<file path="config.mk">
export PLATFORM = sky130hd
export DESIGN_NAME = uncached_dbus_top
export DESIGN_NICKNAME = d
export VERILOG_FILES = /design/src/axi_pkg.sv /design/src/dbus_pkg.sv /design/src/axi_scratch_ram.sv /design/src/dbus_front.sv /design/src/uncached_axi_master.sv /design/src/uncached_dbus_top.sv
export SDC_FILE = /design/constraint.sdc
export NUM_CORES = 2
export LEC_CHECK = 0
export BUFFER_PORTS_ARGS = -buffer_cell sky130_fd_sc_hd__buf_4
export CAP_MARGIN = 10
export CORE_MARGIN = 2
export CORE_UTILIZATION = 35
export CTS_CLUSTER_SIZE = 24
export DETAILED_ROUTE_END_ITERATION = 8
export GPL_ROUTABILITY_DRIVEN = 0
export PLACE_DENSITY_LB_ADDON = 0.1
export SLEW_MARGIN = 0
export SYNTH_ARGS = -nofsm -noshare
export SYNTH_HDL_FRONTEND = slang
export SYNTH_SLANG_ARGS = --single-unit
</file>
<file path="constraint.sdc">
create_clock -name clk -period 82.6 [get_ports clk]
set_input_delay 0 -clock clk [delete_from_list [all_inputs] [get_ports clk]]
set_output_delay 0 -clock clk [all_outputs]
set_load 0.05 [all_outputs]
</file>
<file path="src/axi_pkg.sv">
`default_nettype none

package axi_pkg;

	// Transaction ID width used on every AXI channel
	localparam int ID_WIDTH = 4;

	typedef logic [ID_WIDTH-1:0] axi_id_t;

	// Burst type encoding
	typedef logic [1:0] burst_t;

	localparam burst_t BURST_INCR = 2'b01;

	// Burst length is beats minus one
	typedef logic [3:0] len_t;

	localparam len_t LEN_SINGLE = 4'd0;

	// Beat size as log2 of the byte count
	typedef logic [2:0] size_t;

	// 4 bytes per beat
	localparam size_t SIZE_WORD = 3'b010;

	// Write strobes, one bit per byte lane
	typedef logic [3:0] strb_t;

	localparam strb_t STRB_ALL = 4'b1111;

endpackage

`default_nettype wire

</file>
<file path="src/dbus_pkg.sv">
`default_nettype none

package dbus_pkg;

	// CPU data bus widths
	localparam int ADDR_WIDTH = 32;
	localparam int DATA_WIDTH = 32;

	// Bytes per data word, also the byte lanes of a write
	localparam int WORD_BYTES = DATA_WIDTH / 8;

	// Byte address as issued by the CPU
	typedef logic [ADDR_WIDTH-1:0] addr_t;

	// One data word, read or written
	typedef logic [DATA_WIDTH-1:0] word_t;

endpackage

`default_nettype wire

</file>
<file path="src/axi_scratch_ram.sv">
`timescale 1ns/1ps
`default_nettype none

module axi_scratch_ram #(
	parameter int RAM_WORDS   = 64,
	parameter int ACCEPT_WAIT = 2,
	parameter int RESP_WAIT   = 3,
	parameter int BUS_WIDTH   = 4
) (
	input  wire logic                 clk,
	input  wire logic                 rst,
	// Read address
	input  wire logic                 arvalid,
	output logic                      arready,
	input  dbus_pkg::addr_t           araddr,
	input  wire logic [BUS_WIDTH-1:0] arid,
	input  axi_pkg::burst_t           arburst,
	input  axi_pkg::len_t             arlen,
	input  axi_pkg::size_t            arsize,
	// Read data
	output logic                      rvalid,
	input  wire logic                 rready,
	output dbus_pkg::word_t           rdata,
	output logic [BUS_WIDTH-1:0]      rid,
	// Write address
	input  wire logic                 awvalid,
	output logic                      awready,
	input  dbus_pkg::addr_t           awaddr,
	input  wire logic [BUS_WIDTH-1:0] awid,
	input  axi_pkg::burst_t           awburst,
	input  axi_pkg::len_t             awlen,
	input  axi_pkg::size_t            awsize,
	// Write data
	input  wire logic                 wvalid,
	output logic                      wready,
	input  dbus_pkg::word_t           wdata,
	input  axi_pkg::strb_t            wstrb,
	input  wire logic                 wlast,
	input  wire logic [BUS_WIDTH-1:0] wid,
	// Write response
	output logic                      bvalid,
	input  wire logic                 bready,
	output logic [BUS_WIDTH-1:0]      bid
);

localparam int MAX_WAIT   = (ACCEPT_WAIT > RESP_WAIT) ? ACCEPT_WAIT : RESP_WAIT;
localparam int CNT_W      = $clog2(MAX_WAIT + 2);
localparam int IDX_W      = (RAM_WORDS > 1) ? $clog2(RAM_WORDS) : 1;
localparam int WORD_SHIFT = $clog2(dbus_pkg::WORD_BYTES);

typedef enum logic [2:0] {
	IDLE,
	READ_WAIT,
	READ_RESP,
	WRITE_DATA,
	WRITE_RESP
} state_t;

state_t               state, state_d;
dbus_pkg::word_t      mem [RAM_WORDS];
dbus_pkg::word_t      rdata_q;
logic [CNT_W-1:0]     cnt, cnt_d;
logic                 acc_done;
logic                 resp_done;
logic                 ar_hs, aw_hs, w_hs;
logic                 ar_ok, aw_ok;
logic                 wr_ok;
logic [IDX_W-1:0]     wr_idx;
logic [BUS_WIDTH-1:0] rid_q, bid_q;

// Word index, upper address bits alias
function automatic logic [IDX_W-1:0] word_index(input dbus_pkg::addr_t addr);
	return IDX_W'((addr >> WORD_SHIFT) % RAM_WORDS);
endfunction

assign acc_done  = (cnt == CNT_W'(ACCEPT_WAIT));
assign resp_done = (cnt == CNT_W'(RESP_WAIT));

// Only single full-word INCR beats touch the memory
assign ar_ok = (arburst == axi_pkg::BURST_INCR) && (arlen == axi_pkg::LEN_SINGLE) &&
	(arsize == axi_pkg::SIZE_WORD);
assign aw_ok = (awburst == axi_pkg::BURST_INCR) && (awlen == axi_pkg::LEN_SINGLE) &&
	(awsize == axi_pkg::SIZE_WORD);

// Reads win when both address channels are waiting
assign arready = (state == IDLE) && acc_done;
assign awready = (state == IDLE) && acc_done && !arvalid;
assign wready  = (state == WRITE_DATA) && acc_done && (wid == bid_q);

assign ar_hs = arvalid && arready;
assign aw_hs = awvalid && awready;
assign w_hs  = wvalid && wready;

always_comb begin
	state_d = state;
	cnt_d   = cnt;
	case (state)
		IDLE: begin
			if (ar_hs) begin
				state_d = (RESP_WAIT == 0) ? READ_RESP : READ_WAIT;
				cnt_d   = CNT_W'(1);
			end else if (aw_hs) begin
				state_d = WRITE_DATA;
				cnt_d   = '0;
			end else if ((arvalid || awvalid) && !acc_done) begin
				cnt_d = cnt + CNT_W'(1);
			end
		end
		READ_WAIT: begin
			if (resp_done) begin
				state_d = READ_RESP;
				cnt_d   = '0;
			end else begin
				cnt_d = cnt + CNT_W'(1);
			end
		end
		READ_RESP: begin
			if (rready) state_d = IDLE;
		end
		WRITE_DATA: begin
			if (w_hs) begin
				state_d = wlast ? WRITE_RESP : WRITE_DATA;
				cnt_d   = '0;
			end else if (wvalid && !acc_done) begin
				cnt_d = cnt + CNT_W'(1);
			end
		end
		WRITE_RESP: begin
			if (bready) state_d = IDLE;
		end
		default: begin
			state_d = IDLE;
			cnt_d   = '0;
		end
	endcase
end

always_ff @(posedge clk or posedge rst) begin
	if (rst) begin
		state <= IDLE;
		cnt   <= '0;
		rid_q <= '0;
		bid_q <= '0;
		wr_ok <= 1'b0;
	end else begin
		state <= state_d;
		cnt   <= cnt_d;
		if (ar_hs) rid_q <= arid;
		if (aw_hs) begin
			bid_q <= awid;
			wr_ok <= aw_ok;
		end
	end
end

// Read word is fetched at address acceptance
always_ff @(posedge clk) begin
	if (ar_hs) rdata_q <= ar_ok ? mem[word_index(araddr)] : '0;
	if (aw_hs) wr_idx <= word_index(awaddr);
end

always_ff @(posedge clk or posedge rst) begin
	if (rst) begin
		for (int i = 0; i < RAM_WORDS; i++) begin
			mem[i] <= '0;
		end
	end else if (w_hs && wr_ok) begin
		for (int b = 0; b < dbus_pkg::WORD_BYTES; b++) begin
			if (wstrb[b]) mem[wr_idx][8*b +: 8] <= wdata[8*b +: 8];
		end
	end
end

assign rvalid = (state == READ_RESP);
assign rdata  = rdata_q;
assign rid    = rid_q;
assign bvalid = (state == WRITE_RESP);
assign bid    = bid_q;

endmodule

`default_nettype wire

</file>
<file path="src/dbus_front.sv">
`timescale 1ns/1ps
`default_nettype none

module dbus_front (
	input  wire logic            clk,
	input  wire logic            rst,
	// CPU data bus
	input  wire logic            read,
	input  wire logic            write,
	input  dbus_pkg::addr_t      address,
	input  dbus_pkg::word_t      wrdata,
	output logic                 stall,
	output dbus_pkg::word_t      rddata,
	// Towards the AXI master
	output logic                 req_read,
	output logic                 req_write,
	output dbus_pkg::addr_t      req_addr,
	output dbus_pkg::word_t      req_wdata,
	input  wire logic            busy,
	input  wire logic            done_valid,
	input  dbus_pkg::word_t      done_data
);

dbus_pkg::word_t rddata_q;

// Master busy already looks one state ahead
assign stall = busy;

always_ff @(posedge clk or posedge rst) begin
	if (rst) begin
		req_read  <= 1'b0;
		req_write <= 1'b0;
	end else if (!stall) begin
		req_read  <= read;
		req_write <= write;
	end
end

always_ff @(posedge clk) begin
	if (!stall) begin
		req_addr  <= address;
		req_wdata <= wrdata;
	end
end

// Last completed word, held until the next completion
always_ff @(posedge clk or posedge rst) begin
	if (rst) begin
		rddata_q <= '0;
	end else if (done_valid) begin
		rddata_q <= done_data;
	end
end

// Forward the word in the cycle stall drops
assign rddata = done_valid ? done_data : rddata_q;

endmodule

`default_nettype wire

</file>
<file path="src/uncached_axi_master.sv">
`timescale 1ns/1ps
`default_nettype none

module uncached_axi_master #(
	parameter int BUS_WIDTH = 4
) (
	input  wire logic                 clk,
	input  wire logic                 rst,
	// Captured request from the front stage
	input  wire logic                 req_read,
	input  wire logic                 req_write,
	input  dbus_pkg::addr_t           req_addr,
	input  dbus_pkg::word_t           req_wdata,
	output logic                      busy,
	output logic                      done_valid,
	output dbus_pkg::word_t           done_data,
	// Read address
	output logic                      arvalid,
	input  wire logic                 arready,
	output dbus_pkg::addr_t           araddr,
	output logic [BUS_WIDTH-1:0]      arid,
	output axi_pkg::burst_t           arburst,
	output axi_pkg::len_t             arlen,
	output axi_pkg::size_t            arsize,
	// Read data
	input  wire logic                 rvalid,
	output logic                      rready,
	input  dbus_pkg::word_t           rdata,
	input  wire logic [BUS_WIDTH-1:0] rid,
	// Write address
	output logic                      awvalid,
	input  wire logic                 awready,
	output dbus_pkg::addr_t           awaddr,
	output logic [BUS_WIDTH-1:0]      awid,
	output axi_pkg::burst_t           awburst,
	output axi_pkg::len_t             awlen,
	output axi_pkg::size_t            awsize,
	// Write data
	output logic                      wvalid,
	input  wire logic                 wready,
	output dbus_pkg::word_t           wdata,
	output axi_pkg::strb_t            wstrb,
	output logic                      wlast,
	output logic [BUS_WIDTH-1:0]      wid,
	// Write response
	input  wire logic                 bvalid,
	output logic                      bready,
	input  wire logic [BUS_WIDTH-1:0] bid
);

typedef enum logic [2:0] {
	IDLE,
	READ_ADDR,
	READ_DATA,
	WRITE_ADDR,
	WRITE_DATA,
	FINISHED
} state_t;

// Every transaction goes out with ID zero
localparam axi_pkg::axi_id_t TXN_ID = '0;
localparam logic [BUS_WIDTH-1:0] BUS_ID = BUS_WIDTH'(TXN_ID);

state_t state, state_d;
logic   was_write;
logic   r_take;
logic   b_take;

// Beats or responses carrying another ID are not ours
assign r_take = rvalid && (rid == BUS_ID);
assign b_take = bvalid && (bid == BUS_ID);

always_comb begin
	state_d = state;
	case (state)
		IDLE: begin
			if (req_read) begin
				state_d = READ_ADDR;
			end else if (req_write) begin
				state_d = WRITE_ADDR;
			end
		end
		READ_ADDR: begin
			if (arready) state_d = READ_DATA;
		end
		READ_DATA: begin
			if (r_take) state_d = FINISHED;
		end
		WRITE_ADDR: begin
			if (awready) state_d = WRITE_DATA;
		end
		WRITE_DATA: begin
			if (wready) state_d = FINISHED;
		end
		FINISHED: begin
			// A write also retires its response here
			if (!was_write || b_take) state_d = IDLE;
		end
		default: begin
			state_d = IDLE;
		end
	endcase
end

always_ff @(posedge clk or posedge rst) begin
	if (rst) begin
		state     <= IDLE;
		was_write <= 1'b0;
	end else begin
		state <= state_d;
		if (state == IDLE && state_d == READ_ADDR) begin
			was_write <= 1'b0;
		end else if (state == IDLE && state_d == WRITE_ADDR) begin
			was_write <= 1'b1;
		end
	end
end

// Word handed back to the CPU side
always_ff @(posedge clk) begin
	if (state == READ_DATA && r_take) begin
		done_data <= rdata;
	end else if (state == WRITE_DATA && wready) begin
		done_data <= req_wdata;
	end
end

assign busy       = (state_d != IDLE);
assign done_valid = (state == FINISHED) && (state_d == IDLE);

// Single INCR beat of one full word
assign arvalid = (state == READ_ADDR);
assign araddr  = req_addr;
assign arid    = BUS_ID;
assign arburst = axi_pkg::BURST_INCR;
assign arlen   = axi_pkg::LEN_SINGLE;
assign arsize  = axi_pkg::SIZE_WORD;
assign rready  = (state == READ_DATA);

assign awvalid = (state == WRITE_ADDR);
assign awaddr  = req_addr;
assign awid    = BUS_ID;
assign awburst = axi_pkg::BURST_INCR;
assign awlen   = axi_pkg::LEN_SINGLE;
assign awsize  = axi_pkg::SIZE_WORD;

assign wvalid = (state == WRITE_DATA);
assign wdata  = req_wdata;
assign wstrb  = axi_pkg::STRB_ALL;
assign wlast  = 1'b1;
assign wid    = BUS_ID;

// bresp is not looked at
assign bready = 1'b1;

endmodule

`default_nettype wire

</file>
<file path="src/uncached_dbus_top.sv">
`timescale 1ns/1ps
`default_nettype none

module uncached_dbus_top #(
	parameter int RAM_WORDS   = 64,
	parameter int ACCEPT_WAIT = 2,
	parameter int RESP_WAIT   = 3,
	parameter int BUS_WIDTH   = axi_pkg::ID_WIDTH
) (
	input  wire logic       clk,
	input  wire logic       rst,
	input  wire logic       read,
	input  wire logic       write,
	input  dbus_pkg::addr_t address,
	input  dbus_pkg::word_t wrdata,
	output logic            stall,
	output dbus_pkg::word_t rddata
);

// Front stage to master
logic            req_read;
logic            req_write;
dbus_pkg::addr_t req_addr;
dbus_pkg::word_t req_wdata;
logic            busy;
logic            done_valid;
dbus_pkg::word_t done_data;

// AXI read channels
logic                 arvalid, arready;
dbus_pkg::addr_t      araddr;
logic [BUS_WIDTH-1:0] arid;
axi_pkg::burst_t      arburst;
axi_pkg::len_t        arlen;
axi_pkg::size_t       arsize;
logic                 rvalid, rready;
dbus_pkg::word_t      rdata;
logic [BUS_WIDTH-1:0] rid;

// AXI write channels
logic                 awvalid, awready;
dbus_pkg::addr_t      awaddr;
logic [BUS_WIDTH-1:0] awid;
axi_pkg::burst_t      awburst;
axi_pkg::len_t        awlen;
axi_pkg::size_t       awsize;
logic                 wvalid, wready;
dbus_pkg::word_t      wdata;
axi_pkg::strb_t       wstrb;
logic                 wlast;
logic [BUS_WIDTH-1:0] wid;
logic                 bvalid, bready;
logic [BUS_WIDTH-1:0] bid;

// Port names match the nets above
dbus_front dbus_front_i (.*);

uncached_axi_master #(
	.BUS_WIDTH (BUS_WIDTH)
) uncached_axi_master_i (.*);

axi_scratch_ram #(
	.RAM_WORDS   (RAM_WORDS),
	.ACCEPT_WAIT (ACCEPT_WAIT),
	.RESP_WAIT   (RESP_WAIT),
	.BUS_WIDTH   (BUS_WIDTH)
) axi_scratch_ram_i (.*);

endmodule

`default_nettype wire

</file>
# == Word level (Yosys, flattened, before mapping) ==
# Index checks and enable logic that the tools add are counted.
# Widths: inputs -> output; s select.
# classes
n_addsub,1
n_lt_le_gt_ge,3
eq_ne,19
muxes,44
bitwise,3
reduce_logical,28
# op_table
operator,count
$bwmux 2048,4
$mux 2048,3
$demux 32 s6,4
$bmux 32 s6,1
$mux 32,6
$mux 3,18
$mux 24,1
$pmux 3 s4,2
$eq 3x2->1 const B,7
$pmux 3 s6,1
$mux 16,1
$ge 7x7->1 const B,2
$logic_and 1x1->1,14
$not 6->7,2
$eq 3x1->1 const B,3
$eq 3x3->1 const B,3
$logic_not 3->1,3
$mux 8,1
$lt 7x1->1 const B,1
$ne 2x1->1 const B,3
$ne 4x2->1 const B,1
$reduce_and 4->1,1
$reduce_bool 2->1,2
$add 3x1->3 const B,1
other kinds (9),13
# totals
reg_bits,2203
out_inout_bits,33
wordCells,175

# == Logic depth before layout (Yosys ltp) ==
# logic_depth
depth_word,12
mapped_depth,10
ltp_nobuf,7

# == By module ==
# Synthesis repeated with hierarchy kept, for this count alone.
# unflattened
cells_unflattened,6370
area_unflattened_um2,105772.7
# by_module_without_submodules
mod,n_inst,cells_per_inst,area_each_um2,seq_area_each_um2
axi_scratch_ram,1,5990,99741.9,52765.6
dbus_front,1,139,3354.5,2772.7
uncached_axi_master,1,241,2676.3,1061.0

# == Least setup slack after synthesis ==
# Ideal clock, no wire load.
# synth_timing
path_type,register to output
from,reg axi_scratch_ram_i.cnt[0]
to,out stall
arrival_ns,7.752
path_slack_ns,74.848
stages_incl_launch_ff,7
path_cell_list,dfrtp_1 -> inv_1 -> ha_1 -> nand4bb_1 -> o21ai_0 -> nor4_1 -> inv_1
# synth_via
elab_chain_cells,6
elab_cells_between_ends,9
classes_between,eq/ne (1); mux (4); reduce/logical (4)
# synth_lines
element,line,rtl
from (decl),axi_scratch_ram.sv:62,"logic [CNT_W-1:0] cnt, cnt_d;"
from (signal assigned),axi_scratch_ram.sv:147,cnt <= cnt_d;
$eq 3x2->1 (*),axi_scratch_ram.sv:76,assign acc_done = (cnt == CNT_W'(ACCEPT_WAIT));
$logic_and 1x1->1,"axi_scratch_ram.sv:86, axi_scratch_ram.sv:87",
$logic_and 1x1->1,axi_scratch_ram.sv:87,assign awready = (state == IDLE) && acc_done && !arvalid;
$mux 3,uncached_axi_master.sv:90,if (awready) state_d = WRITE_DATA;
$pmux 3 s6 (*),uncached_axi_master.sv:75,case (state)
$reduce_bool 3->1 (*),uncached_axi_master.sv:128,assign busy = (state_d != IDLE);
to (decl),uncached_dbus_top.sv:16,"output logic stall,"
# Mark *: on every way between the ends. The rest lies on a longest branch, timed or not.

==> impl_metrics.yaml <==
timing:
  hold_viol: 0
  maxSlewViolCount: 0
  maxSlewHeadroom_pct: 1.95
  period_share_pct: 7.00
  setup_tns_ns: 0
  worst_slew_pin_slew_ns: 1.46
  fin_skew_ns: 0.0570
  max_freq_mhz: 173
  fin_crit_ns: 5.78
  rsz0062_at_grt: "false"
  whs_ns: 0.361
  setup_violations: 0
cts:
  cts_setup_buffers: 0
  clk_latency_ns: 0.91
  htree_num_levels: 4
  ctsHoldBuffers: 82
  cts.sinks: 2201
  path_clk_slew_ns: 0.06
  cts_buffers: 249
  cts_tree: "built"
  cts_resized: 0
  clk_path_buf_depth: 4
  cts_root_buffer: "clkbuf_16"
logic_synthesis:
  synth_edf_count: 108
  ys_ff_latch: 2201
  ys_types: 52
  ys.flop_type: "dfrtp_1"
  synthArstFlopShare_pct: 95.1
  ys_warn_count: 0
  synth.largest_area_cell: "dfrtp_1"
  synth-seq-area-share_pct: 56.7
  netlist_area_um2: 98100
  yosysTopAreaCellShare_pct: 53.4
  syn-num-nets: 6126
  synthCells: 6054
  synthTopCellsByCount: "dfrtp_1 (2093), mux2_2 (2090), mux4_2 (512)"
  synth_area_leaders: "dfrtp_1 (53%), mux2_2 (24%), mux4_2 (12%), edfxtp_1 (3.3%), clkbuf_1 (1.3%)"
  syn_avg_cell_area_um2: 16.2
  synth_most_common_cell: "dfrtp_1"
setup_path:
  worst_ep_required_time_ns: 83.51
  start_kind: "primary input"
  cp_slowest_stage_delay_ns: 0.87
  end_kind: "asynchronous set/reset pin"
  cp_max_fo: 153
  criticalPathCategory: "primary input to asynchronous set/reset pin"
  crit_path_top_delay_cell: "buf_4"
  path_cells: "dlygate4sd3_1 > buf_4 > dlygate4sd3_1 > inv_8 > buf_4 > buf_12 > buf_4 > buf_4 > buf_4 > buf_4"
  cp.arrival_ns: 6.69
  cp_common_cell: "buf_4"
die:
  die_y_um: 533
  dieArea_um2: 285000
  die_w_um: 533
  design.core.area_um2: 279000
  num_rows: 194
  io_pins: 101
  initial_core_util_pct: 35.1
routing:
  vias: 54472
  wire_per_inst_um: 30.3
  viasPerCell: 5.46
  wirelength_um: 303000
  route.antenna.remaining_nets: 0
  drtPass1Iterations: 5
  drtIter0Drc: 3744
  drc: 0
power_and_ir_drop:
  p_seq_share_pct: 38.5
  p_switching_mw: 0.998
  p_int_mw: 1.93
  power.total_mw: 2.93
  p_comb_share_pct: 24.1
  p_clk_share_pct: 37.5
  swShare_pct: 34.1
  power_density_nw_per_um2: 26.3
  leakage_nw: 52.4
  ir_drop_mv: 0.0196
cells_and_area:
  nets: 6117
  syn2layout_area_growth_pct: 13.5
  stdcell_count: 9981
  fin_util_pct: 39.9
  drive_gt1_share_pct: 53.4
  nFillCells: 25684
grt:
  grt_pass1_wl_um: 438000
  grt_max_degree: 171
  grt_antenna_before_repair: 20
  grt_pass1_vias: 58467
  grt-ovfl-total: 0
  groute.usage.overall_pct: 21.3
flow_run:
  maxCapViolations: 1
status:
  violations: "max-capacitance violations"
  status: "finished, violations left"
hold_path:
  min-delay-path-class: "primary input to register"
placed_design:
  post-dp-hpwl_um: 164000
  place_inst: 9434
  port_buffers: 74
-- state kept, by name, summed over array words and instances (netlist names), 3 cells and up --
| name | cells |
|---|---|
| axi_scratch_ram_i.cnt | 3 |
| axi_scratch_ram_i.mem | 2048 |
| axi_scratch_ram_i.rdata | 32 |
| axi_scratch_ram_i.state | 3 |
| axi_scratch_ram_i.wr_idx | 6 |
| dbus_front_i.rddata_q | 32 |
| dbus_front_i.req_addr | 6 |
| dbus_front_i.req_wdata | 32 |
| uncached_axi_master_i.done_data | 32 |
| uncached_axi_master_i.state | 3 |
-- layout by cell type (no fill, tap or decap), drive strengths merged, types with 36 or more instances in the layout --
| master | n |
|---|---|
| o22ai | 65 |
| dfrtp | 2093 |
| clkinv | 42 |
| a22o | 49 |
| mux2 | 2132 |
| a221oi | 73 |
| mux4 | 512 |
| clkbuf | 395 |
| buf | 273 |
| mux2i | 36 |
| nor2 | 88 |
| edfxtp | 108 |
| dlygate4sd3 | 82 |
-- through the flow --
step / area [um^2] / setup slack [ns]
detailed placement: 102000 / 76.75
finish: 111000 / 76.82
global placement: 102000 / 76.93
global route: 111000 / 75.82
floorplan: 98100 / 23.47
CTS: 111000 / 76.52
-- layout make-up --
| cell class | count | area [um^2] | share of cell area, % |
|---|---|---|---|
| Clock inverter | 56 | 509 | 0.457 |
| Tap cell | 3724 | 4660 | 4.18 |
| Antenna cell | 13 | 32.5 | 0.0292 |
| Inverter | 10 | 45.0 | 0.0404 |
| Multi-Input combinational cell | 3227 | 39900 | 35.9 |
| Sequential cell | 2201 | 55600 | 49.9 |
| Timing Repair Buffer | 356 | 3020 | 2.71 |
| Clock buffer | 394 | 7550 | 6.78 |
-- logic make-up after synthesis --
family	share of synthesized area (%)
simple gates	1.32
buf+inv	2.99
mux	36.6
compound gates	2.36
flops	56.7
fa+ha+maj	0.0510
-- power groups by stage --
stage,combinational (mW),sequential [mW],clock (mW)
global placement,0.711,1.15,0
finish,0.704,1.13,1.10
CTS,0.718,1.13,1.13
detailed placement,0.714,1.15,0
floorplan,0.385,1.15,0
global route,0.741,1.13,1.18
-- worst max-delay path, delay by kind of cell --
family | cells | cell delay (ns)
buf+inv | 10 | 6.26
-- routing by layer --
metal | up-vias | track usage (%) | share of wire (%)
met1 | 30292 | 29.4 | 45
met4 | 4 | 6.43 | 3.0
met5 | - | 0 | 0.0089
met2 | 1075 | 34.0 | 47
li1 | 22699 | - | -
met3 | 402 | 3.93 | 5.2
-- worst paths after layout --
path / from / end / slack (ns) / cells after the start
setup / recovery: rst / axi_scratch_ram_i.mem[923]$_DFFE_PP0P_ / 76.82 / 10
hold / removal: wrdata[9] / dbus_front_i.req_wdata[9]$_DFFE_PN_ / 0.36 / 3
setup reg to reg: dbus_front_i.req_addr[2]$_DFFE_PN_ / axi_scratch_ram_i.rdata[3]$_DFFE_PP_ / 77.30 / 9
hold reg to reg: axi_scratch_ram_i.mem[1744]$_DFFE_PP0P_ / axi_scratch_ram_i.mem[1744]$_DFFE_PP0P_ / 0.48 / 1
max in group clk: dbus_front_i.req_addr[2]$_DFFE_PN_ / axi_scratch_ram_i.rdata[3]$_DFFE_PP_ / 77.30 / 9
min in group asynchronous: rst / dbus_front_i.rddata_q[12]$_DFF_PP0_ / 0.40 / 4
Note: power is estimated with default switching activity, not from simulation.
